File: src/logic/intra_macros.svh
`ifndef INTRA_MACROS_SVH
`define INTRA_MACROS_SVH

// Fixed quantizer setting, any value 0..51 is legal
`define INTRA_QP 27

// Pixel width
`define PIX_W 8

// Signed residual, pixel minus prediction
`define RES_W 9

// Signed quantized coefficient
`define COEF_W 15

`endif

File: src/logic/intra_pkg.sv
`default_nettype none
`include "intra_macros.svh"

package intra_pkg;

    typedef logic        [`PIX_W-1:0]  pix_t;
    typedef logic signed [`RES_W-1:0]  res_t;
    typedef logic signed [`COEF_W-1:0] coef_t;

    typedef struct packed {
        pix_t [0:15] pix;                     // Raster order, row 0 first
    } pix_blk_t;

    typedef struct packed {
        res_t [0:15] res;
    } res_blk_t;

    typedef struct packed {
        coef_t [0:15] coef;
    } coef_blk_t;

    typedef struct packed {
        pix_t [0:3] top;                      // Row above, left to right
        pix_t [0:3] left;                     // Column to the left, top to bottom
        logic       top_avail;
        logic       left_avail;
    } nbr_t;

    // Row is QP mod 6, column is position class
    localparam int QUANT_MF [0:5][0:2] = '{
        '{13107, 5243, 8066},
        '{11916, 4660, 7490},
        '{10082, 4194, 6554},
        '{ 9362, 3647, 5825},
        '{ 8192, 3355, 5243},
        '{ 7282, 2893, 4559}
    };

    localparam int DEQUANT_V [0:5][0:2] = '{
        '{10, 16, 13},
        '{11, 18, 14},
        '{13, 20, 16},
        '{14, 23, 18},
        '{16, 25, 20},
        '{18, 29, 23}
    };

    // 0 even-even, 1 odd-odd, 2 mixed
    function automatic int pos_class(input int idx);
        int row_odd;
        int col_odd;
        row_odd = (idx / 4) % 2;
        col_odd = idx % 2;
        if (row_odd == 0 && col_odd == 0) begin
            return 0;
        end else if (row_odd == 1 && col_odd == 1) begin
            return 1;
        end
        return 2;
    endfunction

endpackage : intra_pkg

`default_nettype wire

File: src/logic/tq_dct_quant.sv
`default_nettype none
`include "intra_macros.svh"

module tq_dct_quant (
    input  logic                 clk,
    input  logic                 rst,
    input  logic                 res_valid_i,
    input  intra_pkg::res_blk_t  res_blk_i,
    output logic                 coef_valid_o,
    output intra_pkg::coef_blk_t coef_blk_o
);
    import intra_pkg::*;

    localparam int ROW_W    = `RES_W + 3;     // Row gain up to 6
    localparam int COL_W    = `RES_W + 6;     // Total gain up to 36
    localparam int QBITS    = 15 + `INTRA_QP / 6;
    localparam int QP_REM   = `INTRA_QP % 6;
    localparam int Q_ROUND  = (1 << QBITS) / 3;   // Intra rounding offset
    localparam int COEF_MAX = (1 << (`COEF_W - 1)) - 1;

    typedef logic signed [COL_W-1:0] bf_t;
    typedef bf_t [0:3] quad_t;

    logic                    row_vld;
    logic signed [ROW_W-1:0] row_nxt [16];
    logic signed [ROW_W-1:0] row_q   [16];
    coef_blk_t               coef_nxt;

    function automatic quad_t fwd_bfly(input quad_t x);
        bf_t   s0;
        bf_t   s1;
        bf_t   d0;
        bf_t   d1;
        quad_t y;
        s0   = x[0] + x[3];
        s1   = x[1] + x[2];
        d0   = x[0] - x[3];
        d1   = x[1] - x[2];
        y[0] = s0 + s1;
        y[1] = (d0 <<< 1) + d1;
        y[2] = s0 - s1;
        y[3] = d0 - (d1 <<< 1);
        return y;
    endfunction

    function automatic coef_t quantize(input bf_t val, input int mf);
        logic [COL_W-1:0] mag;
        logic [31:0]      lvl;
        mag = val[COL_W-1] ? COL_W'(-val) : COL_W'(val);
        lvl = (32'(mag) * 32'(mf) + 32'(Q_ROUND)) >> QBITS;
        if (lvl > 32'(COEF_MAX)) begin
            lvl = 32'(COEF_MAX);              // Saturate magnitude
        end
        return val[COL_W-1] ? -coef_t'(lvl) : coef_t'(lvl);
    endfunction

    always_comb begin : row_fwd
        quad_t x;
        quad_t y;
        for (int r = 0; r < 4; r++) begin
            for (int k = 0; k < 4; k++) begin
                x[k] = bf_t'(res_blk_i.res[4*r+k]);
            end
            y = fwd_bfly(x);
            for (int k = 0; k < 4; k++) begin
                row_nxt[4*r+k] = ROW_W'(y[k]);
            end
        end
    end

    always_comb begin : col_quant
        quad_t x;
        quad_t y;
        for (int c = 0; c < 4; c++) begin
            for (int k = 0; k < 4; k++) begin
                x[k] = bf_t'(row_q[4*k+c]);
            end
            y = fwd_bfly(x);
            for (int k = 0; k < 4; k++) begin
                coef_nxt.coef[4*k+c] = quantize(y[k], QUANT_MF[QP_REM][pos_class(4*k+c)]);
            end
        end
    end

    always_ff @(posedge clk) begin
        if (rst) begin
            row_vld      <= 1'b0;
            coef_valid_o <= 1'b0;
        end else begin
            row_vld      <= res_valid_i;
            coef_valid_o <= row_vld;
        end
    end

    always_ff @(posedge clk) begin
        if (res_valid_i) begin
            row_q <= row_nxt;
        end
        if (row_vld) begin
            coef_blk_o <= coef_nxt;
        end
    end

endmodule : tq_dct_quant

`default_nettype wire

File: config.mk
export PLATFORM = sky130hd
export DESIGN_NAME = tq_dct_quant
export DESIGN_NICKNAME = d
export VERILOG_FILES = /design/src/logic/intra_pkg.sv /design/src/logic/tq_dct_quant.sv
export VERILOG_INCLUDE_DIRS = /design/src /design/src/logic
export SDC_FILE = /design/constraint.sdc
export NUM_CORES = 2
export LEC_CHECK = 0
export BUFFER_PORTS_ARGS = -buffer_cell sky130_fd_sc_hd__buf_2
export CAP_MARGIN = 5
export CELL_PAD_IN_SITES_DETAIL_PLACEMENT = 1
export CELL_PAD_IN_SITES_GLOBAL_PLACEMENT = 1
export CORE_UTILIZATION = 55
export CTS_CLUSTER_DIAMETER = 30
export CTS_CLUSTER_SIZE = 30
export DETAILED_ROUTE_END_ITERATION = 10
export PLACE_DENSITY_LB_ADDON = 0.15
export SYNTH_ARGS = -nofsm -noshare
export SYNTH_HDL_FRONTEND = slang
export SYNTH_SLANG_ARGS = --single-unit
File: constraint.sdc
create_clock -name clk -period 26.8 [get_ports clk]
set_input_delay 5.36 -clock clk [delete_from_list [all_inputs] [get_ports clk]]
set_output_delay 5.36 -clock clk [all_outputs]
set_load 0.1 [all_outputs]
======== Word-level counts from Yosys, hierarchy flattened ========
Cells that the tools add are included.
operators by class
  $lt $le $gt $ge ......................... 16
  add/subtract/negate cells ............... 112
  mux-type cells .......................... 48
  multipliers ............................. 16
operator list
  operator                  number
  $mux W15                  32
  $mul A15 B13 Y28 const B  12
  $neg A14 Y15              17
  $add A28 B18 Y29 const B  8
  $mux W14                  16
  $neg A15 Y15              11
  $add A29 B18 Y30 const B  4
  $gt A10 B14 Y1 const B    8
  $mul A15 B12 Y27 const B  4
  $add A27 B18 Y28 const B  3
  $add A9 B9 Y10            8
  $sub A9 B9 Y10            8
  $add A12 B12 Y13          6
  $sub A12 B12 Y13          6
  $neg A13 Y15              4
  $gt A11 B14 Y1 const B    4
  $add A11 B10 Y12          4
  $add A11 B11 Y12          4
  $sub A10 B11 Y12          4
  $sub A11 B11 Y12          4
  $add A10 B10 Y11          4
  $sub A10 B10 Y11          4
  $gt A9 B14 Y1 const B     3
  $add A32 B18 Y32 const B  1
  7 further kinds           13
word-level totals
  input bits .............................. 147
  output and inout port bits .............. 241
  register bits ........................... 426

======== Depth between registers and ports, before layout ========
  depth in word-level cells ............... 10
  mapped depth ............................ 50

======== Worst setup path before layout ========
Ideal clock, no wire load.
  kind .................................... register -> register
  start ................................... register row_q[132] in the netlist's numbering
  end ..................................... register coef_blk_o[174] in the netlist's numbering, data pin
  setup slack ............................. 16.378 ns
  setup time .............................. 0.265 ns
  arrival ................................. 10.156 ns
  stages on the path, launching flop included .. 43
  required time ........................... 26.535 ns
  path through ............................ edfxtp_1 -> inv_1 -> ha_1 -> inv_1 -> fa_1 -> a21o_1 -> a21oi_1 -> o21bai_1 -> a21oi_1 -> o21bai_1 -> a21oi_1 -> o21bai_1 -> a21oi_1 -> xnor2_1 -> ha_1 -> a21o_1 -> a2111oi_0 -> o22ai_1 -> (+7 left out) -> fa_1 -> inv_1 -> fa_1 -> fa_1 -> inv_1 -> fa_1 -> inv_1 -> ha_1 -> nand4_1 -> or3_1 -> or3_1 -> a2111oi_0 -> or2_2 -> xor2_1 -> or3_1 -> nor4_2 -> a41oi_1 -> xor2_1
RTL lines
  item                    RTL line             text
  start, declared         tq_dct_quant.sv:26   logic signed [ROW_W-1:0] row_q [16];
  start signal, assigned  tq_dct_quant.sv:97   row_q <= row_nxt;
  end signal, assigned    tq_dct_quant.sv:100  coef_blk_o <= coef_nxt;
  end, declared           tq_dct_quant.sv:10   output intra_pkg::coef_blk_t coef_blk_o

==> metrics.txt <==
status complete, but fails checks; failing checks design-rule violations; reg2reg setup slack 14.49 ns; #FFs+latches synth 422; CTS resizes 0; Reg-to-Reg Start row_q[72]; I/O pin cnt 388; root buffer selected by CTS clkbuf_16; Final period util 0.459; fin nets 14400; Min-Delay Endpoint coef_blk_o[136]; worst r2r path cells 44; CP Max Fanout 18; largest net degree at the start of global routing 78; main flop type after synthesis edfxtp_1; most used cell along the critical path fa_1; Chip Height 424 um; register area share after synthesis 0.129; grt ovf 0; MaxCap Viol Count 0; synth top area cells ha_1 29%, fa_1 17%, edfxtp_1 13%; Pins Over Slew Limit 0; slowest stage cell, crit path fa_1; CTS hold repair buffers 0; Synth area leader ha_1; clk_lat worst skew 0.78 ns; CP arrival 12.83 ns; core area 0.176 mm2; CTS Buf Count 119; most common cell in the netlist ha_1; Final Util 0.607; Synth Warn # 0; initial antenna violation count 33; Mean Syn Cell Area 9.15 um2; drt total wl 302 mm; CTS tree done; post-synth cell types 104; width of the die 424 um; DP HPWL 256 mm; crit path kind flop to flop; Starting Density 0.555; Setup Skew 0.0408 ns; worst hold stages 0; Synth top cells by count 2233 x ha_1, 1956 x inv_1, 823 x fa_1, 726 x a21oi_1, 675 x xnor2_1; final setup vio count 0; Post CTS Setup Buffer Count 0; CP startpoint kind flop; all-layer global routing usage 0.333; Via density 5.79; Highest Signal Layer met4; Post-DRT Antenna Nets 0; Min Clock Period, post-route 12.31 ns; Total Neg Setup Slack 0 ns; row cnt 154; wl on met1 122 mm; routability cong. 0.995; CTS H-Tree Depth 3; RSZ-0062 raised after global routing no; DR vias 79000; first-pass GRT wire length 476 mm; fraction of layout cells with a size suffix above 1 0.0647; WL met3 9.56 mm; min-delay worst type flop to flop; Clock Sinks 422; Die Area 0.180 mm2; f_max 0.0812 GHz; DRC 20; post-synth top area share 0.285; Hold Fails Final Rpt 0; Post-Syn Instances 10700; number of flops mapped to enable cells by yosys 420; measured slew at the worst slew-check pin 1.24 ns; Worst slew margin 0.169; Mapped Area 0.0980 mm2; Crit path required time 27.31 ns; Worst Setup End Kind flop; r2r endpoint coef_blk_o[98]; hold path start row_vld; drt first-iter violations 3673; DR WL/cell 22.1 um; Clock Tree Buf Depth 3; vias in the first global route 88300; clock-pin slew on the worst setup and hold paths 0.05 ns; First-pass DRT Iterations 11; max incr delay on CP 0.56 ns; P&R area growth vs syn 9.31%; IO Port Bufs 387; asr flop ratio synth 0; met2 wire len 152 mm
-- layer usage --
metal	GRT usage	vias to the layer above
li1	-	37300
met1	0.386	39700
met2	0.600	1483
met3	0.0305	579
met4	0.185	0
met5	0	-
-- logic make-up (layout without fill, tap and decap cells) --
| group | after synthesis | in the layout | share of synthesized area |
|---|---|---|---|
| flip-flops | 422 | 422 | 0.129 |
| buffers and inverters | 2087 | 2598 | 0.0804 |
| AO/OA/AOI/OAI | 2168 | 2168 | 0.142 |
| AND/OR/NAND/NOR | 1866 | 1866 | 0.0949 |
| multiplexers | 47 | 47 | 0.00507 |
| adder cells (fa/ha/maj) | 3058 | 3058 | 0.453 |
| XOR/XNOR | 1056 | 1056 | 0.0946 |
| other | 2 | 107 | 0.0000766 |
-- cell usage in the layout (no fill, tap or decap), types with 120 or more instances in the layout --
cell type and n:
nand2_1 348, a21oi_1 726, xor2_1 379, clkbuf_16 120, fa_1 823, a21o_1 241
buf_2 386, xnor2_1 675, ha_1 2233, inv_1 1956, o21bai_1 242, edfxtp_1 420
o21ai_0 325, nor2_1 609, nor3_1 149
-- worst max path at each step --
stage / startpoint / cells after the start / endpoint
floorplan: row_q[132] / 42 / coef_blk_o[174]
global placement: row_q[168] / 47 / coef_blk_o[38]
detailed placement: row_q[168] / 47 / coef_blk_o[38]
CTS: row_q[168] / 47 / coef_blk_o[38]
global route: row_q[25] / 46 / coef_blk_o[38]
finish: row_q[72] / 44 / coef_blk_o[98]
-- metrics by stage --
stage,cells,worst slack (ns),hold WS [ns],area (um2)
detailed placement,13400,14.52,0.737,103000
CTS,13600,14.26,0.750,107000
global placement,13400,15.13,0.731,103000
floorplan,10800,16.38,1.33,98300
finish,13700,14.49,0.733,107000
global route,13700,13.62,0.772,107000
-- layout make-up --
| type | count | area, um2 |
|---|---|---|
| Multi-Input combinational cell | 8276 | 77800 |
| Fill cell | 20600 | 69400 |
| Sequential cell | 422 | 12700 |
| Inverter | 1956 | 7340 |
| Clock buffer | 135 | 3060 |
| Tap cell | 2340 | 2930 |
| Timing Repair Buffer | 416 | 2170 |
| Clock inverter | 91 | 1110 |
| Antenna cell | 26 | 65.1 |
-- state kept, by name, indices dropped and copies added (netlist names) --
| register | count |
|---|---|
| row_q | 132 |
| row_vld | 1 |
| coef_blk_o | 240 |
| coef_valid_o | 1 |
| col_quant.x | 48 |
-- worst max-delay path: cells and delay by family, from the launching register on --
family | cells | cell delay, ns
simple gates | 10 | 2.51
xor+xnor | 3 | 0.94
flops | 1 | 0.40
compound gates | 16 | 3.40
fa+ha+maj | 11 | 4.55
buf+inv | 4 | 0.23
Power is left out: the tool's default activity adds up to more than one toggle a clock period on the data nets, which glitch-free logic cannot reach.
