$ cat src/logic/intra_macros.svh
`ifndef INTRA_MACROS_SVH
`define INTRA_MACROS_SVH

// Fixed quantizer setting, any value 0..51 is legal
`define INTRA_QP 27

// Pixel width
`define PIX_W 8

// Signed residual, pixel minus prediction
`define RES_W 9

// Signed quantized coefficient
`define COEF_W 15

`endif

$ cat src/logic/intra_pkg.sv
`default_nettype none
`include "intra_macros.svh"

package intra_pkg;

    typedef logic        [`PIX_W-1:0]  pix_t;
    typedef logic signed [`RES_W-1:0]  res_t;
    typedef logic signed [`COEF_W-1:0] coef_t;

    typedef struct packed {
        pix_t [0:15] pix;                     // Raster order, row 0 first
    } pix_blk_t;

    typedef struct packed {
        res_t [0:15] res;
    } res_blk_t;

    typedef struct packed {
        coef_t [0:15] coef;
    } coef_blk_t;

    typedef struct packed {
        pix_t [0:3] top;                      // Row above, left to right
        pix_t [0:3] left;                     // Column to the left, top to bottom
        logic       top_avail;
        logic       left_avail;
    } nbr_t;

    // Row is QP mod 6, column is position class
    localparam int QUANT_MF [0:5][0:2] = '{
        '{13107, 5243, 8066},
        '{11916, 4660, 7490},
        '{10082, 4194, 6554},
        '{ 9362, 3647, 5825},
        '{ 8192, 3355, 5243},
        '{ 7282, 2893, 4559}
    };

    localparam int DEQUANT_V [0:5][0:2] = '{
        '{10, 16, 13},
        '{11, 18, 14},
        '{13, 20, 16},
        '{14, 23, 18},
        '{16, 25, 20},
        '{18, 29, 23}
    };

    // 0 even-even, 1 odd-odd, 2 mixed
    function automatic int pos_class(input int idx);
        int row_odd;
        int col_odd;
        row_odd = (idx / 4) % 2;
        col_odd = idx % 2;
        if (row_odd == 0 && col_odd == 0) begin
            return 0;
        end else if (row_odd == 1 && col_odd == 1) begin
            return 1;
        end
        return 2;
    endfunction

endpackage : intra_pkg

`default_nettype wire

$ cat src/logic/tq_idct_dequant.sv
`default_nettype none
`include "intra_macros.svh"

module tq_idct_dequant (
    input  logic                 clk,
    input  logic                 rst,
    input  logic                 coef_valid_i,
    input  intra_pkg::coef_blk_t coef_blk_i,
    output logic                 rres_valid_o,
    output intra_pkg::res_blk_t  rres_blk_o
);
    import intra_pkg::*;

    localparam int QP_DIV  = `INTRA_QP / 6;
    localparam int QP_REM  = `INTRA_QP % 6;
    localparam int BF_W    = `COEF_W + 5 + QP_DIV + 4;   // Rescale plus two passes
    localparam int RES_MAX = (1 << (`RES_W - 1)) - 1;
    localparam int RES_MIN = -(1 << (`RES_W - 1));

    typedef logic signed [BF_W-1:0] bf_t;
    typedef bf_t [0:3] quad_t;

    logic     row_vld;
    bf_t      row_nxt [16];
    bf_t      row_q   [16];
    res_blk_t rres_nxt;

    // Odd inputs enter at half weight
    function automatic quad_t inv_bfly(input quad_t x);
        bf_t   e0;
        bf_t   e1;
        bf_t   e2;
        bf_t   e3;
        quad_t y;
        e0   = x[0] + x[2];
        e1   = x[0] - x[2];
        e2   = (x[1] >>> 1) - x[3];
        e3   = x[1] + (x[3] >>> 1);
        y[0] = e0 + e3;
        y[1] = e1 + e2;
        y[2] = e1 - e2;
        y[3] = e0 - e3;
        return y;
    endfunction

    function automatic bf_t rescale(input coef_t c, input int v);
        bf_t w;
        w = bf_t'(c) * bf_t'(v);
        return w <<< QP_DIV;
    endfunction

    function automatic res_t round_sat(input bf_t v);
        bf_t r;
        r = (v + bf_t'(32)) >>> 6;
        if (r > bf_t'(RES_MAX)) begin
            return res_t'(RES_MAX);
        end else if (r < bf_t'(RES_MIN)) begin
            return res_t'(RES_MIN);
        end
        return res_t'(r);
    endfunction

    always_comb begin : row_inv
        quad_t x;
        quad_t y;
        for (int r = 0; r < 4; r++) begin
            for (int k = 0; k < 4; k++) begin
                x[k] = rescale(coef_blk_i.coef[4*r+k], DEQUANT_V[QP_REM][pos_class(4*r+k)]);
            end
            y = inv_bfly(x);
            for (int k = 0; k < 4; k++) begin
                row_nxt[4*r+k] = y[k];
            end
        end
    end

    always_comb begin : col_inv
        quad_t x;
        quad_t y;
        for (int c = 0; c < 4; c++) begin
            for (int k = 0; k < 4; k++) begin
                x[k] = row_q[4*k+c];
            end
            y = inv_bfly(x);
            for (int k = 0; k < 4; k++) begin
                rres_nxt.res[4*k+c] = round_sat(y[k]);
            end
        end
    end

    always_ff @(posedge clk) begin
        if (rst) begin
            row_vld      <= 1'b0;
            rres_valid_o <= 1'b0;
        end else begin
            row_vld      <= coef_valid_i;
            rres_valid_o <= row_vld;
        end
    end

    always_ff @(posedge clk) begin
        if (coef_valid_i) begin
            row_q <= row_nxt;
        end
        if (row_vld) begin
            rres_blk_o <= rres_nxt;
        end
    end

endmodule : tq_idct_dequant

`default_nettype wire

$ cat config.mk
export PLATFORM = sky130hd
export DESIGN_NAME = tq_idct_dequant
export DESIGN_NICKNAME = d
export VERILOG_FILES = /design/src/logic/intra_pkg.sv /design/src/logic/tq_idct_dequant.sv
export VERILOG_INCLUDE_DIRS = /design/src /design/src/logic
export SDC_FILE = /design/constraint.sdc
export NUM_CORES = 2
export LEC_CHECK = 0
export BUFFER_PORTS_ARGS = -buffer_cell sky130_fd_sc_hd__clkbuf_2
export CAP_MARGIN = 20
export CELL_PAD_IN_SITES_DETAIL_PLACEMENT = 0
export CELL_PAD_IN_SITES_GLOBAL_PLACEMENT = 2
export CORE_ASPECT_RATIO = 1.25
export CORE_MARGIN = 2
export CORE_UTILIZATION = 43
export CTS_CLUSTER_SIZE = 40
export DETAILED_ROUTE_END_ITERATION = 8
export PLACE_DENSITY = 0.93
export SLEW_MARGIN = 20
export SYNTH_ARGS = -nofsm -noshare
export SYNTH_HDL_FRONTEND = slang
export SYNTH_SLANG_ARGS = --single-unit
$ cat constraint.sdc
create_clock -name clk -period 22.2 [get_ports clk]
set_input_delay 3.33 -clock clk [delete_from_list [all_inputs] [get_ports clk]]
set_output_delay 3.33 -clock clk [all_outputs]
set_load 0.01 [all_outputs]
After elaboration in Yosys (flattened, before gate mapping)
Index checks and enable logic that the tools add are counted.

Muxes and demuxes: 80. $add $sub $neg: 80. $mul: 16. Magnitude comparators: 32.

Operator list (number): $add 28x7->28 const B (16); $mux 9 (48); $gt 22x9->1 const B (16); $lt 22x9->1 const B (16); $add 28x28->28 (12); $sub 28x28->28 (12); $mul 15x5->20 const B (8); $add 27x26->28 (4); $sub 26x27->28 (4); $add 25x26->27 (4); $add 26x26->27 (4); $sub 25x26->27 (4); $sub 26x26->27 (4); $add 25x24->26 (4); $sub 24x25->26 (4); $mul 15x6->21 const B (4); $mul 15x4->19 const B (4); $add 25x25->26 (2); $sub 25x25->26 (2); $add 24x24->25 (2); $sub 24x24->25 (2); $mux 1 (32).

Flip-flop bits (word level): 586. Output and inout port bits: 145. Word-level logic and storage cells: 242. Input bits: 243.

Longest topological paths before layout
Word-level depth: 7. Mapped depth: 34. Mapped depth without buffers: 33.

Worst setup path before layout
Ideal clock, no wire load.

Path kind: input-to-reg. From: input coef_blk_i[153] (netlist name). To: register row_q[277] (netlist name), data pin. Stages on the path: 31. Data required time: 21.938 ns. Setup time: 0.262 ns. Arrival time: 9.553 ns. Path buffers: 1. Setup slack: 12.385 ns. Cells stage by stage: inv_1 > fa_1 > inv_1 > ha_1 > fa_1 > ha_1 > nor2b_1 > o21ai_2 > a21oi_1 > or3_1 > a31o_2 > a21oi_1 > o21bai_1 > a21o_1 > a21o_1 > a21o_1 > xor2_1 > ha_1 > or3_1 > o21ai_0 > inv_1 > a31oi_1 > xnor2_1 > ha_1 > clkbuf_1 > or3_1 > a2111oi_0 > a2111o_1 > or3_1 > o21ai_1 > xor2_1.

RTL lines: start, declared (line tq_idct_dequant.sv:8) `input intra_pkg::coef_blk_t coef_blk_i,`; end signal, assigned (line tq_idct_dequant.sv:103) `row_q <= row_nxt;`; end, declared (line tq_idct_dequant.sv:25) `bf_t row_q [16];`.

==> run_results.csv <==
group,metric,value,unit
global_route,antenna_found_initial,28,
cells_and_area,syn_to_final_growth,7.528,%
global_route,grt_max_degree,89,
timing,max_freq,0.1023,GHz
placement,place_hpwl,294700,um
clock_tree,postCtsResizedCells,0,
detailed_routing,top_layer,"met4",
worst_setup_path,critPathRequiredTime,22.63,ns
timing,finalSetupViolations,0,
clock_tree,cts_tree,"done",
clock_tree,clockBufferDepth,3,
synthesis,synthCells,12490,
synthesis,ys_async_sr_fraction,0,%
detailed_routing,met3_length,9659,um
synthesis,ys_ff_latch,514,
die,start_util,43.24,%
flow_run,max_cap_viol_count,0,
synthesis,synthesis.area,102700,um2
clock_tree,numClockSinks,514,
timing,hold_viol,0,
timing,finalCriticalPeriod,9.779,ns
die,die_w,441.1,um
run_status,status,"complete, no violations",
timing,rsz0062_at_grt,"no",
cells_and_area,final_nets,15470,
timing,finalCritPeriodShare,44.05,%
die,die_height,550.4,um
clock_tree,clockRootBuffer,"clkbuf_16",
min_path,hp-class,"flop to flop",
detailed_routing,vias_per_cell,5.468,
die,num_rows,200,
cells_and_area,drive_gt1_share,5.561,%
timing,tns,0,ns
placement,gp_congestion,0.9574,
global_route,grt_overflow_total,0,
synthesis,ys.flop_type,"edfxtp_1",
detailed_routing,vias,87590,
worst_setup_path,start_kind,"primary input",
worst_setup_path,cp-end-kind,"flop",
detailed_routing,wl,336400,um
placement,io_buffers,387,
worst_setup_path,slowest_stage,"fa_1",
synthesis,synth_edf_count,512,
detailed_routing,drt_pre_antenna_iters,7,
global_route,grt_pass1_vias,87110,
clock_tree,ctsHoldBuffers,0,
timing,relSlewSlack,21.66,%
timing,finClkSkew,0.05081,ns
clock_tree,cts_setup_buffers,0,
detailed_routing,wl_met2,159200,um
synthesis,yosysSeqAreaShare,15.01,%
detailed_routing,met1_length,147000,um
clock_tree,cts_max_level,3,
clock_tree,cts_buffers,68,
synthesis,synthesis.nets,15180,
worst_setup_path,slowest_delay,0.56,ns
detailed_routing,remaining_drc_errors,0,
die,design.core.area,237500,um2
synthesis,yosysUniqueCellTypes,119,
synthesis,yosysWarnings,0,
die,ios,388,
worst_setup_path,worstPathMaxFanout,10,
detailed_routing,ant_nets,0,
detailed_routing,drtIter0Drc,5155,
clock_tree,clk_latency,0.69,ns
die,design.die.area,242700,um2
clock_tree,path_clk_slew,0.08,ns
global_route,track_usage,27.04,%
global_route,grt_pass1_wl,505500,um
detailed_routing,avgRoutedWirePerCell,21.00,um
worst_setup_path,critPathArrivalTime,10.21,ns
worst_setup_path,crit_type,"primary input to flop",
timing,tightest_slew,1.171,ns
synthesis,syn_area_per_cell,8.221,um2
timing,slew_viol_final,0,
cells_and_area,final.fill_count,23540,
[flip-flops by register name (all words and copies together), names as in the netlist]
signal,cells
rres_valid_o,1
rres_blk_o,144
row_vld,1
row_q,278
col_inv.x,90
[placed cells by master, fill, tap and decap left out, drive strengths merged, types with 88 or more instances in the layout]
master | synthesis | routed
xnor2 | 932 | 932
edfxtp | 512 | 512
o21a | 126 | 126
a31oi | 106 | 106
or3 | 89 | 89
clkbuf | 152 | 465
o21bai | 223 | 223
nand3 | 190 | 190
nor2b | 193 | 193
a21o | 347 | 347
nor2 | 960 | 960
ha | 2228 | 2228
nor3 | 328 | 328
nand2 | 426 | 426
a21oi | 951 | 951
o21ai | 614 | 614
a211oi | 88 | 88
nand2b | 168 | 168
xor2 | 496 | 496
and3 | 88 | 88
inv | 1979 | 1995
fa | 216 | 216
[cells in the mapped netlist, types with 126 or more instances]
| cell | number | share of area [%] |
|---|---|---|
| nand3_1 | 190 | 0.93 |
| o21a_1 | 126 | 0.92 |
| xnor2_1 | 930 | 7.9 |
| o21bai_1 | 223 | 1.6 |
| fa_1 | 216 | 4.2 |
| a21oi_1 | 946 | 4.6 |
| xor2_1 | 496 | 4.2 |
| nand2b_1 | 168 | 1.0 |
| edfxtp_1 | 512 | 15 |
| nor2_1 | 959 | 3.5 |
| a21o_1 | 337 | 2.5 |
| ha_1 | 2228 | 27 |
| nor3_1 | 328 | 1.6 |
| o21ai_0 | 588 | 2.9 |
| clkbuf_1 | 151 | 0.55 |
| nor2b_1 | 193 | 1.2 |
| nand2_1 | 426 | 1.6 |
| inv_1 | 1979 | 7.2 |
[layout make-up]
class | count | area [um2] | share of cell area, %
well taps | 3131 | 3918 | 3.548
clock buffers | 79 | 1807 | 1.636
repair buffers | 401 | 2052 | 1.858
clock inverters | 46 | 494.2 | 0.4476
multi-input cells | 9820 | 79170 | 71.71
diodes | 49 | 122.6 | 0.1111
inverters | 1979 | 7428 | 6.728
flip-flops and latches | 514 | 15420 | 13.96
[kinds of logic after synthesis]
family | synth area share [%]
flip-flops | 15.01
XOR/XNOR | 12.37
adder cells (fa/ha/maj) | 31.36
AND/OR/NAND/NOR | 13.45
multiplexers | 0.2413
buffers and inverters | 7.898
AO/OA/AOI/OAI | 19.66
[per-layer routing]
layer,global-route usage [%],vias to the layer above
li1,-,43860
met1,33.38,41670
met2,46.81,1664
met3,1.848,393
met4,14.48,0
met5,0,-
[final timing paths]
check / from / endpoint / slack [ns] / depth (start not counted)
max reg2reg: row_q[424]$_DFFE_PP_ / rres_blk_o[79]$_DFFE_PP_ / 14.39 / 26
min reg2reg: row_vld$_SDFF_PP0_ / rres_blk_o[72]$_DFFE_PP_ / 0.84 / 0
max: coef_blk_i[153] / row_q[277]$_DFFE_PP_ / 12.42 / 31
min: row_vld$_SDFF_PP0_ / rres_blk_o[72]$_DFFE_PP_ / 0.84 / 0
[worst max-delay path: cells and delay by family]
family | cells | cell delay, ns
AO/OA/AOI/OAI | 13 | 2.33
XOR/XNOR | 3 | 0.50
adder cells (fa/ha/maj) | 6 | 2.31
buffers and inverters | 4 | 0.30
AND/OR/NAND/NOR | 5 | 1.43
[stage by stage]
step                      util, %  hold slack (ns)  setup slack (ns)  std cells  area [um2]
after global routing        46.49           0.8399             11.94      16010      110400
after detailed placement    45.47           0.8133             11.74      15850      108000
final                       46.49           0.8394             12.42      16020      110400
after global placement      45.47           0.8034             11.69      15850      108000
after floorplan                 -           0.8760             12.39      12490      102700
after CTS                   46.44           0.8672             12.48      15970      110300
Power is not shown: default switching activity piles up to over one toggle a cycle in this logic, so the estimate is an artifact.
