File: config.mk
export PLATFORM = sky130hd
export DESIGN_NAME = intra_dc_predictor
export DESIGN_NICKNAME = d
export VERILOG_FILES = /design/src/logic/intra_pkg.sv /design/src/logic/intra_dc_predictor.sv
export VERILOG_INCLUDE_DIRS = /design/src /design/src/logic
export SDC_FILE = /design/constraint.sdc
export NUM_CORES = 1
export LEC_CHECK = 0
export ABC_AREA = 1
export BUFFER_PORTS_ARGS = -buffer_cell sky130_fd_sc_hd__buf_4
export CAP_MARGIN = 20
export CORE_MARGIN = 2
export CORE_UTILIZATION = 30
export CTS_BUF_LIST = sky130_fd_sc_hd__clkbuf_8 sky130_fd_sc_hd__clkbuf_16
export CTS_CLUSTER_DIAMETER = 150
export CTS_CLUSTER_SIZE = 30
export DETAILED_ROUTE_END_ITERATION = 10
export GPL_TIMING_DRIVEN = 0
export PLACE_DENSITY_LB_ADDON = 0.2
export SLEW_MARGIN = 0
export SYNTH_ARGS = -nofsm -noshare
export SYNTH_HDL_FRONTEND = slang
export SYNTH_SLANG_ARGS = --single-unit
export TNS_END_PERCENT = 100
File: constraint.sdc
create_clock -name clk -period 15.8 [get_ports clk]
set_input_delay 0.79 -clock clk [delete_from_list [all_inputs] [get_ports clk]]
set_output_delay 0.79 -clock clk [all_outputs]
set_load 0.01 [all_outputs]
File: src/logic/intra_macros.svh
`ifndef INTRA_MACROS_SVH
`define INTRA_MACROS_SVH

// Fixed quantizer setting, any value 0..51 is legal
`define INTRA_QP 27

// Pixel width
`define PIX_W 8

// Signed residual, pixel minus prediction
`define RES_W 9

// Signed quantized coefficient
`define COEF_W 15

`endif

File: src/logic/intra_pkg.sv
`default_nettype none
`include "intra_macros.svh"

package intra_pkg;

    typedef logic        [`PIX_W-1:0]  pix_t;
    typedef logic signed [`RES_W-1:0]  res_t;
    typedef logic signed [`COEF_W-1:0] coef_t;

    typedef struct packed {
        pix_t [0:15] pix;                     // Raster order, row 0 first
    } pix_blk_t;

    typedef struct packed {
        res_t [0:15] res;
    } res_blk_t;

    typedef struct packed {
        coef_t [0:15] coef;
    } coef_blk_t;

    typedef struct packed {
        pix_t [0:3] top;                      // Row above, left to right
        pix_t [0:3] left;                     // Column to the left, top to bottom
        logic       top_avail;
        logic       left_avail;
    } nbr_t;

    // Row is QP mod 6, column is position class
    localparam int QUANT_MF [0:5][0:2] = '{
        '{13107, 5243, 8066},
        '{11916, 4660, 7490},
        '{10082, 4194, 6554},
        '{ 9362, 3647, 5825},
        '{ 8192, 3355, 5243},
        '{ 7282, 2893, 4559}
    };

    localparam int DEQUANT_V [0:5][0:2] = '{
        '{10, 16, 13},
        '{11, 18, 14},
        '{13, 20, 16},
        '{14, 23, 18},
        '{16, 25, 20},
        '{18, 29, 23}
    };

    // 0 even-even, 1 odd-odd, 2 mixed
    function automatic int pos_class(input int idx);
        int row_odd;
        int col_odd;
        row_odd = (idx / 4) % 2;
        col_odd = idx % 2;
        if (row_odd == 0 && col_odd == 0) begin
            return 0;
        end else if (row_odd == 1 && col_odd == 1) begin
            return 1;
        end
        return 2;
    endfunction

endpackage : intra_pkg

`default_nettype wire

File: src/logic/intra_dc_predictor.sv
`default_nettype none
`include "intra_macros.svh"

module intra_dc_predictor (
    input  logic                clk,
    input  logic                rst,
    input  logic                blk_valid_i,
    input  intra_pkg::pix_blk_t blk_i,
    input  intra_pkg::nbr_t     nbr_i,
    output logic                res_valid_o,
    output intra_pkg::res_blk_t res_blk_o,
    output intra_pkg::pix_t     pred_dc_o
);
    import intra_pkg::*;

    localparam int SUM_W = `PIX_W + 2;        // Four pixels
    localparam int ACC_W = `PIX_W + 3;        // Eight pixels

    logic [SUM_W-1:0] top_sum;
    logic [SUM_W-1:0] left_sum;
    logic [ACC_W-1:0] all_sum;
    pix_t             dc;
    res_blk_t         res_nxt;

    always_comb begin : nbr_sum
        top_sum  = '0;
        left_sum = '0;
        for (int k = 0; k < 4; k++) begin
            top_sum  = top_sum + SUM_W'(nbr_i.top[k]);
            left_sum = left_sum + SUM_W'(nbr_i.left[k]);
        end
        all_sum = ACC_W'(top_sum) + ACC_W'(left_sum);
    end

    always_comb begin : dc_select
        unique case ({nbr_i.top_avail, nbr_i.left_avail})
            2'b11:   dc = pix_t'((all_sum + ACC_W'(4)) >> 3);
            2'b10:   dc = pix_t'((top_sum + SUM_W'(2)) >> 2);
            2'b01:   dc = pix_t'((left_sum + SUM_W'(2)) >> 2);
            default: dc = pix_t'(128);        // No neighbours
        endcase
    end

    always_comb begin : residual
        for (int i = 0; i < 16; i++) begin
            res_nxt.res[i] = $signed({1'b0, blk_i.pix[i]}) - $signed({1'b0, dc});
        end
    end

    always_ff @(posedge clk) begin
        if (rst) begin
            res_valid_o <= 1'b0;
        end else begin
            res_valid_o <= blk_valid_i;
        end
    end

    always_ff @(posedge clk) begin
        if (blk_valid_i) begin
            res_blk_o <= res_nxt;
            pred_dc_o <= dc;                  // Kept for reconstruction
        end
    end

endmodule : intra_dc_predictor

`default_nettype wire

Word-level counts from Yosys, hierarchy flattened
Index checks and enable logic that the tools add are counted.
Widths: inputs -> output; s select.
Operators by class
  mux-type cells: 1
  shift-type cells: 0
  eq/ne operators: 3
  $add $sub $neg: 26
  reduce and logical (&&, ||, !) cells: 0
  multipliers: 0
  div/mod/pow operators: 0
  $lt $le $gt $ge: 0
  bitwise gates (word level): 0
Operators with widths (count)
  $sub 8x8->9: 16
  $pmux 8 s3: 1
  $add 10x2->10 const B: 2
  $add 10x8->10: 2
  $add 9x8->10: 2
  $add 8x8->9: 2
  $add 10x10->11: 1
  $add 11x3->11 const B: 1
  $eq 2x2->1 const B: 2
  $eq 2x1->1 const B: 1
Storage, ports and cells
  memory bits (writable): 0
  bits in registers: 153
  output and inout port bits: 153
  memories kept: 0
  word-level logic and storage cells: 48
  bits in read-only memories: 0
  bits of input ports: 197
  latch bits: 0

Logic depth before layout (Yosys ltp)
Gate-level depths: netlist of the first run.
  depth in word-level cells: 7
  mapped depth: 30
  gate-level depth less buffers: 30

Worst setup path before layout of the first run
Ideal clock, no wire load.
  kind: input to register
  from: in nbr_i[3] (netlist bit)
  to: reg res_blk_o[16] (netlist bit) (data pin)
  data required time: 15.543 ns
  setup slack: 8.424 ns
  data arrival time: 7.119 ns
  cell stages on the path: 27
  library setup time: 0.257 ns
  buffers on the path: 0
  cell sequence: inv_1 > fa_1 > inv_1 > fa_1 > ha_1 > fa_1 > inv_1 > nand2_1 > and2_1 > ha_1 > ha_1 > nand2_1 > nand2_1 > nand2_1 > nand3_1 > a21oi_1 > inv_1 > ha_1 > nand2_1 > o21ai_0 > nand2_1 > nand2_1 > a21oi_1 > o21ai_0 > nand2_1 > nand2_1 > xor2_1
RTL lines
  from (decl): RTL line intra_dc_predictor.sv:9  | input intra_pkg::nbr_t nbr_i,
  to (signal assigned): RTL line intra_dc_predictor.sv:60  | res_blk_o <= res_nxt;
  to (decl): RTL line intra_dc_predictor.sv:11  | output intra_pkg::res_blk_t res_blk_o,

==> results of run 1 <==
==> cells in the final DEF, fill, tap and decap left out, types with 2 or more instances in the layout <==
cell type	n
sky130_fd_sc_hd__fa_1	48
sky130_fd_sc_hd__a21oi_1	97
sky130_fd_sc_hd__and2_1	4
sky130_fd_sc_hd__nand3b_1	2
sky130_fd_sc_hd__inv_2	5
sky130_fd_sc_hd__nor2_2	2
sky130_fd_sc_hd__nand4_1	5
sky130_fd_sc_hd__or2_2	2
sky130_fd_sc_hd__a21o_1	3
sky130_fd_sc_hd__xor2_1	81
sky130_fd_sc_hd__nor2_1	12
sky130_fd_sc_hd__inv_8	2
sky130_fd_sc_hd__nand3_1	62
sky130_fd_sc_hd__nand2_1	234
sky130_fd_sc_hd__o21bai_1	2
sky130_fd_sc_hd__buf_4	348
sky130_fd_sc_hd__bufinv_16	4
sky130_fd_sc_hd__a21oi_4	2
sky130_fd_sc_hd__nand2_2	3
sky130_fd_sc_hd__clkinv_2	2
sky130_fd_sc_hd__buf_6	2
sky130_fd_sc_hd__inv_6	2
sky130_fd_sc_hd__edfxtp_1	152
sky130_fd_sc_hd__diode_2	4
sky130_fd_sc_hd__inv_1	274
sky130_fd_sc_hd__o21ai_0	73
sky130_fd_sc_hd__a21oi_2	2
sky130_fd_sc_hd__clkbuf_16	17
sky130_fd_sc_hd__nand3_2	4
sky130_fd_sc_hd__ha_1	167
sky130_fd_sc_hd__buf_16	6
sky130_fd_sc_hd__clkinvlp_4	3
sky130_fd_sc_hd__xnor2_1	16
==> metal layers <==
metal,vias up,global-route usage (%),part of all wire [%]
li1,4882,-,-
met2,275,30.3,50
met1,4395,19.5,41
met5,-,0,0.086
met3,44,4.22,6.6
met4,4,6.20,2.4
==> report_power, final <==
| group | internal, µW | switching (µW) | total [µW] |
|---|---|---|---|
| Sequential | 788 | 58.7 | 847 |
| Clock | 266 | 177 | 442 |
| Combinational | 919 | 1250 | 2170 |
| Total | 1970 | 1480 | 3460 |
==> registers in the layout, summed over array words and instances, names as in the netlist <==
signal	cells
pred_dc_o	8
res_blk_o	144
res_valid_o	1
==> final cells by class <==
type | instances | area, µm² | area share (%)
Multi-Input combinational cell | 826 | 6260 | 39.1
Sequential cell | 153 | 4580 | 28.6
Timing Repair Buffer | 356 | 2810 | 17.6
Inverter | 277 | 1040 | 6.49
Tap cell | 518 | 648 | 4.05
Clock buffer | 17 | 425 | 2.66
Clock inverter | 15 | 200 | 1.25
Buffer | 4 | 31.3 | 0.195
Antenna cell | 4 | 10.0 | 0.0625
==> cells by family after synthesis <==
family	synth area share, %
compound gates	7.87
xor+xnor	7.14
fa+ha+maj	25.6
simple gates	11.8
buf+inv	9.00
flops	38.5
==> how the worst min path moves through the flow <==
stage / start / endpoint / cells past startpoint
after floorplan: rst / res_valid_o$_SDFF_PP0_ / 1
after CTS: rst / res_valid_o$_SDFF_PP0_ / 2
after detailed placement: rst / res_valid_o$_SDFF_PP0_ / 2
after global placement: rst / res_valid_o$_SDFF_PP0_ / 2
final: rst / res_valid_o$_SDFF_PP0_ / 2
after global routing: rst / res_valid_o$_SDFF_PP0_ / 2
==> through the flow <==
step	worst slack, ps	hold slack, ps	power [µW]	cells	instance area [µm²]
final	9440	497	3460	2170	16000
after global routing	8830	481	3800	2169	16000
after CTS	9100	472	3500	2165	16000
after detailed placement	8650	949	3040	2133	15400
after global placement	5040	946	2940	2127	15200
after floorplan	8420	861	2200	1260	11900
==> critical path: cells and delay by family <==
kind	cells	cell delay, ps
AOI/OAI and AO/OA	7	1450
adders and majority gates	7	2690
buffers and inverters	5	680
and+or+nand+nor	10	930
==> impl.org, run 1 <==
** Logic synthesis
- Net count after synthesis :: 1672
- Area share of the largest cell type after synthesis :: 38.4%
- Avg Inst Size Synth :: 9.44 µm²
- Asr flop ratio synth :: 0%
- Cell area after technology mapping :: 11900 µm²
- Synth area leaders :: sky130_fd_sc_hd__edfxtp_1 (38%), sky130_fd_sc_hd__ha_1 (18%), sky130_fd_sc_hd__inv_1 (8.6%), sky130_fd_sc_hd__fa_1 (8.1%), sky130_fd_sc_hd__nand2_1 (7.4%)
- Number of synthesized flops with an enable pin :: 152
- In the synthesized netlist, the number of instances is 1260.
- For this run, the leading register cell type out of synthesis is sky130_fd_sc_hd__edfxtp_1.
- Cell accounting for the most synthesized area :: sky130_fd_sc_hd__edfxtp_1
- Cell types with the highest counts after synthesis :: sky130_fd_sc_hd__inv_1 (272), sky130_fd_sc_hd__nand2_1 (234), sky130_fd_sc_hd__ha_1 (167)
- Distinct cell type count of the synthesized netlist :: 31
- After synthesis the netlist holds a flip-flop and latch count of 153.
- Sequential fraction of the synthesis area :: 38.5%
- The Yosys step of the flow raised 0 warnings.
- Most numerous cell in the Yosys netlist :: sky130_fd_sc_hd__inv_1

** Route
- In this run the remaining antenna-violating nets after routing total 0.
- WL/cell :: 16.0 µm
- Routed vias :: 9600
- Total wire length :: 34800 µm
- Length of the first detailed-routing pass in iterations :: 5
- DRC marker count from the first detailed-route iteration :: 328
- Avg Vias per Cell :: 4.42
- For this run, design rule violations remaining after detail routing come to 0.

** Worst setup path
- Worst setup path category :: primary input to register
- At the worst endpoint, the arrival time is 6550 ps.
- The most critical setup path has its startpoint at nbr_i[3].
- Of all nets on the critical path, the largest fanout is 11.
- Sort of element at the start of the critical path :: primary input
- Critical Path Slowest Stage Cell :: sky130_fd_sc_hd__fa_1
- By instance count, the cell type seen most on the critical path is sky130_fd_sc_hd__nand2_1.
- Longest individual stage delay on the worst path :: 520 ps
- STA puts the critical path data required time at 15990 ps.
- The most critical setup path has its endpoint at res_blk_o[44]$_DFFE_PP_.
- STA classifies the critical path endpoint as a register.

** Placement
- During placement, the flow inserted port buffers numbering 349.
- Hpwl dp :: 28300 µm
- The congestion estimate from routability-driven global placement came to 0.871.

** Global route
- Number of global-route vias before repair :: 9468
- The first global-routing pass estimated 52100 µm of wire.
- The initial antenna violation count was 6.
- For this run the aggregate overflow at the end of global routing stands at 0.
- Maximum number of pins on one net before global-route repair :: 78
- Global routing used 16.9% of the available tracks across all layers.

** Clock tree
- Post-CTS setup repair buffer count :: 0
- TritonCTS built the clock tree.
- CTS Buf Count :: 17
- After clock tree synthesis, the flow added hold-fix buffers numbering 0.
- PostCTS Resize Cnt :: 0
- Counting along the longest clock path gives a buffer depth of 2.
- Sink Count :: 153
- Clock tree synthesis selected as its root buffer the cell sky130_fd_sc_hd__clkbuf_16.
- Clock-pin slew was measured on the worst setup and hold paths at 60 ps.
- CTS H-Tree Depth :: 4

** STA
- For the final routed database, the setup TNS stands at 0 ps.
- Tightest Pin Transition :: 912 ps
- Slew margin rel. :: 39.1%
- Final min period :: 6360 ps
- Setup repair after global routing missed its margin :: false
- Final-report max-slew violation count :: 0
- Share of the clock period used by the worst path :: 40.3%
- The count of final hold-check violations came to 0.
- Fmax :: 0.157 GHz
- Setup violations remaining at the end of the flow were counted as 0.

** Floorplan
- The die covers 41300 µm².
- I/O pin cnt :: 350
- The total area inside the core boundary comes to 38900 µm².
- Initial standard-cell utilization of the core :: 30.6%
- Die height :: 203 µm
- The floorplan step set the die width to 203 µm.
- Row generation in the floorplan step produced 72 rows.

** Finish
- Layout overhead on the synthesized area :: 34.6%
- Post-route core utilization :: 41.2%
- Fraction of final layout cells with drive strength greater than 1 :: 24.9%
- The net count of the finished layout is 2047.
- Fill cell instance count of the final layout :: 3915

** Pwr
- For this design the static power due to leakage is 0.00806 µW.
- Largest voltage drop on the vdd net :: 0.0752 mV
- In this run the power density over the cells is 216 nW/µm².

** Job
- The tool flagged a number of max-cap violations equal to 0.

** Worst hold path
- The worst hold path belongs to the class primary input to register.

** Run status
- Run status :: finished, final reports clean
Note: power is estimated with default switching activity, not from simulation.
==> run 2, diff against run 1 <==
==> constraint.sdc (replaced) <==
create_clock -name clk -period 5.9 [get_ports clk]
set_input_delay 0.295 -clock clk [delete_from_list [all_inputs] [get_ports clk]]
set_output_delay 0.295 -clock clk [all_outputs]
set_load 0.01 [all_outputs]
==> run 2 against run 1 <==
Cell area rose by 0.52%. Sequential share of layout area fell by 0.15 points. Die area did not move. Combinational power rose to 2.7 times the previous value. Critical path depth rose by 2. Via count rose by 0.20%. Routed wire length fell by 0.13%. Largest power group unchanged.
==> impl.org, run 2 (synthesis results as in run 1) <==
** Placement
- Number of buffers added on ports :: 349 (unchanged)
- Total placed instance area :: 15400 µm² (about the same)
- The post-detailed-placement half-perimeter wirelength is 27900 µm (was 28300 µm).
- The weighted congestion at the end of routability-driven global placement was 0.835 (was 0.871).
- The worst slack at placement was -570 ps (was 8650 ps).

** Worst setup path
- Most common cell on crit path :: sky130_fd_sc_hd__nand2_1 (unchanged)
- The data arrival time of the critical path was 5770 ps (was 6550 ps).
- Critical Path Slowest Stage Cell :: sky130_fd_sc_hd__fa_1 (unchanged)
- Longest individual stage delay on the worst path :: 570 ps (was 520 ps)
- Worst setup path category :: primary input to register (unchanged)
- The required time at the worst-slack endpoint is 6170 ps (was 15990 ps).
- Sort of element at the start of the critical path :: primary input (unchanged)
- Type of destination of the critical path :: register (unchanged)
- The top fanout value on the critical path is 12 (was 11).

** STA
- Dividing the final minimum period by the clock period gives 93.1%.
- Final-report max-slew violation count :: 0 (unchanged)
- Setup-violating endpoint count in the final report :: 0 (unchanged)
- Tightest Pin Transition :: 641 ps (was 912 ps)
- For this run, the top clock speed supported by timing is 0.182 GHz.
- Post-Route Setup TNS :: 0 ps (unchanged)
- The count of final hold-check violations came to 0 (unchanged).
- Final min period :: 5500 ps
- Setup repair after global routing missed its margin: false (unchanged).
- The slack of the critical path is 404 ps (was 9440 ps).
- Slew margin rel. :: 57.2% (was 39.1%)

** Global route
- Aggregate global routing overflow :: 0 (unchanged)
- Maximum number of pins on one net before global-route repair :: 92 (was 78)
- Global-route wire length before repair :: 52900 µm (was 52100 µm)
- The overall global routing resource usage was 17.0% (was 16.9%).
- Number of global-route vias before repair :: 9713 (was 9468)
- The initial antenna violation count is 1 (was 6).

** Pwr
- Static Leakage :: 0.00810 µW (was 0.00806 µW)
- The switching part of the total power came to 43.4% (was 42.9%).
- Largest voltage drop on the vdd net :: 0.194 mV (was 0.0752 mV)
- Total Power :: 9340 µW (was 3460 µW)
- Power share of the sequential group :: 24.3% (was 24.5%)
- Switching power :: 4060 µW (was 1480 µW)
- The total power divided by cell area came to 580 nW/µm² (was 216 nW/µm²).
- Share of total power in the clock network :: 12.3% (was 12.8%)
- Internal power contribution :: 5280 µW (was 1970 µW)
- Logic pwr share :: 63.5% (was 62.7%)

** Worst hold path
- The worst hold-check path type is primary input to register (unchanged).

** Clock tree
- Maximum clock insertion buffer count :: 2 (unchanged)
- The library cell used as clock root buffer is sky130_fd_sc_hd__clkbuf_16 (unchanged).
- The number of clock sinks came to 153 (unchanged).
- Clock-pin slew of the registers on the worst-case setup and hold paths :: 70 ps (was 60 ps)
- The number of clock buffers inserted by TritonCTS came to 17 (unchanged).
- The clock tree from TritonCTS is yes (unchanged).
- CTS H-Tree Depth :: 4 (unchanged)

** Route
- The met3 wire length came to 2070 µm (was 2290 µm).
- The number of violations reported at the end of detailed-routing iteration 0 came to 304 (was 328).
- The post-route met1 wirelength was 14400 µm (was 14100 µm).
- The remaining routing DRC violations came to 0 (unchanged).
- The routed wire length came to 34700 µm (was 34800 µm).
- The sum of met2 wire segment lengths after detailed routing came to 17300 µm (was 17500 µm).
- Length of the first detailed-routing pass in iterations :: 4 (was 5)
- The count of nets left with antenna violations after detail routing was 0 (unchanged).
- Routed vias :: 9619 (was 9600)
- The highest metal layer with signal wires is met4 (was met5).
- The via count normalized by instance count is 4.42 (about the same).
- WL/cell :: 15.9 µm (was 16.0 µm)

** Finish
- The most common cell after layout, fill and taps aside was sky130_fd_sc_hd__buf_4 (unchanged).
- The largest register by flop count was res_blk_o (unchanged).
- Fill cell instance count of the final layout :: 3860 (was 3915)
- Post-route core utilization :: 41.4% (was 41.2%)
- Fraction of final layout cells with drive strength greater than 1 :: 26.1% (was 24.9%)
- Flip-flop count of the largest register after layout :: 144 (unchanged)
- Most used cells in the layout excluding fill and tap cells :: sky130_fd_sc_hd__buf_4 (357), sky130_fd_sc_hd__inv_1 (269), sky130_fd_sc_hd__nand2_1 (232) (was sky130_fd_sc_hd__buf_4 (348), sky130_fd_sc_hd__inv_1 (274), sky130_fd_sc_hd__nand2_1 (234))
- The final design area excluding fillers was 16100 µm² (was 16000 µm²).
- Layout overhead on the synthesized area :: 35.3% (was 34.6%)
- Regs by FF count: res_blk_o (144), pred_dc_o (8), res_valid_o (1) (unchanged).
- Nets :: 2057 (was 2047)

** Floorplan
- The number of ports placed on the die boundary is 350 (unchanged).
- Core box area :: 38900 µm² (unchanged)
- Die span in x :: 203 µm (unchanged)
- The total number of placement rows was 72 (unchanged).
- Die area :: 41300 µm² (unchanged)
- Die height :: 203 µm (unchanged)
- The effective utilization at floorplan came to 30.6% (unchanged).

** Job
- Total of max-cap violations :: 0 (unchanged)

** Run status
- Run status :: finished, final reports clean (unchanged)
==> run 2: cell types whose count changed in the layout (fill, tap and decap cells not counted), moves of 3 or more <==
cell	before	now
sky130_fd_sc_hd__buf_4	348	357
sky130_fd_sc_hd__diode_2	4	1
sky130_fd_sc_hd__inv_1	274	269
sky130_fd_sc_hd__o21ai_0	73	47
sky130_fd_sc_hd__o21ai_1	1	25
==> run 2: area by class of cell <==
class,count,area (µm²),area share [%]
buffer,4,31.3,0.194
tap,518,648,4.03
sequential,153,4580,28.5
multi-input combinational,826,6300,39.1
timing repair buffer,366,2880,17.9
inverter,277,1050,6.51
clock buffer,18,439,2.73
clock inverter,14,164,1.02
antenna,1,2.50,0.0155
==> run 2: final timing paths <==
path | start | endpoint | cells past startpoint
max | nbr_i[35] | res_blk_o[70]$_DFFE_PP_ | 31
min | blk_i[103] | res_blk_o[116]$_DFFE_PP_ | 3
==> run 2: worst max-delay path, delay by kind of cell <==
| family | cells | cell delay (ps) |
|---|---|---|
| buf+inv | 8 | 910 |
| compound gates | 4 | 910 |
| xor+xnor | 1 | 170 |
| fa+ha+maj | 7 | 2460 |
| simple gates | 11 | 980 |
==> run 2: repair_timing <==
item                       CTS  global route
gates resized for setup      2            38
hold endpoints to repair     1             0
hold buffers                 1             0
pin swaps                    0             2
setup endpoints to repair    4            51
buffers inserted             5             5
==> run 2: stage by stage <==
step	cells	hold WS [ps]
after floorplan	1260	366
after global placement	2127	451
after detailed placement	2133	454
after CTS	2171	234
after global routing	2177	241
final	2177	265
==> run 2: per-layer routing <==
layer / GRT usage [%] / up-vias
li1: - / 4896
met1: 19.8 / 4393
met2: 30.8 / 280
met3: 3.71 / 50
met4: 5.68 / 0
met5: 0 / -
==> run 2: power groups by stage <==
stage          registers, µW  logic, µW  clock network (µW)
2_1_floorplan           2560       3350                   0
3_3_place_gp            2290       5610                   0
3_5_place_dp            2290       5840                   0
4_1_cts                 2270       5910                1180
5_1_grt                 2320       6750                1220
6_report                2260       5930                1140
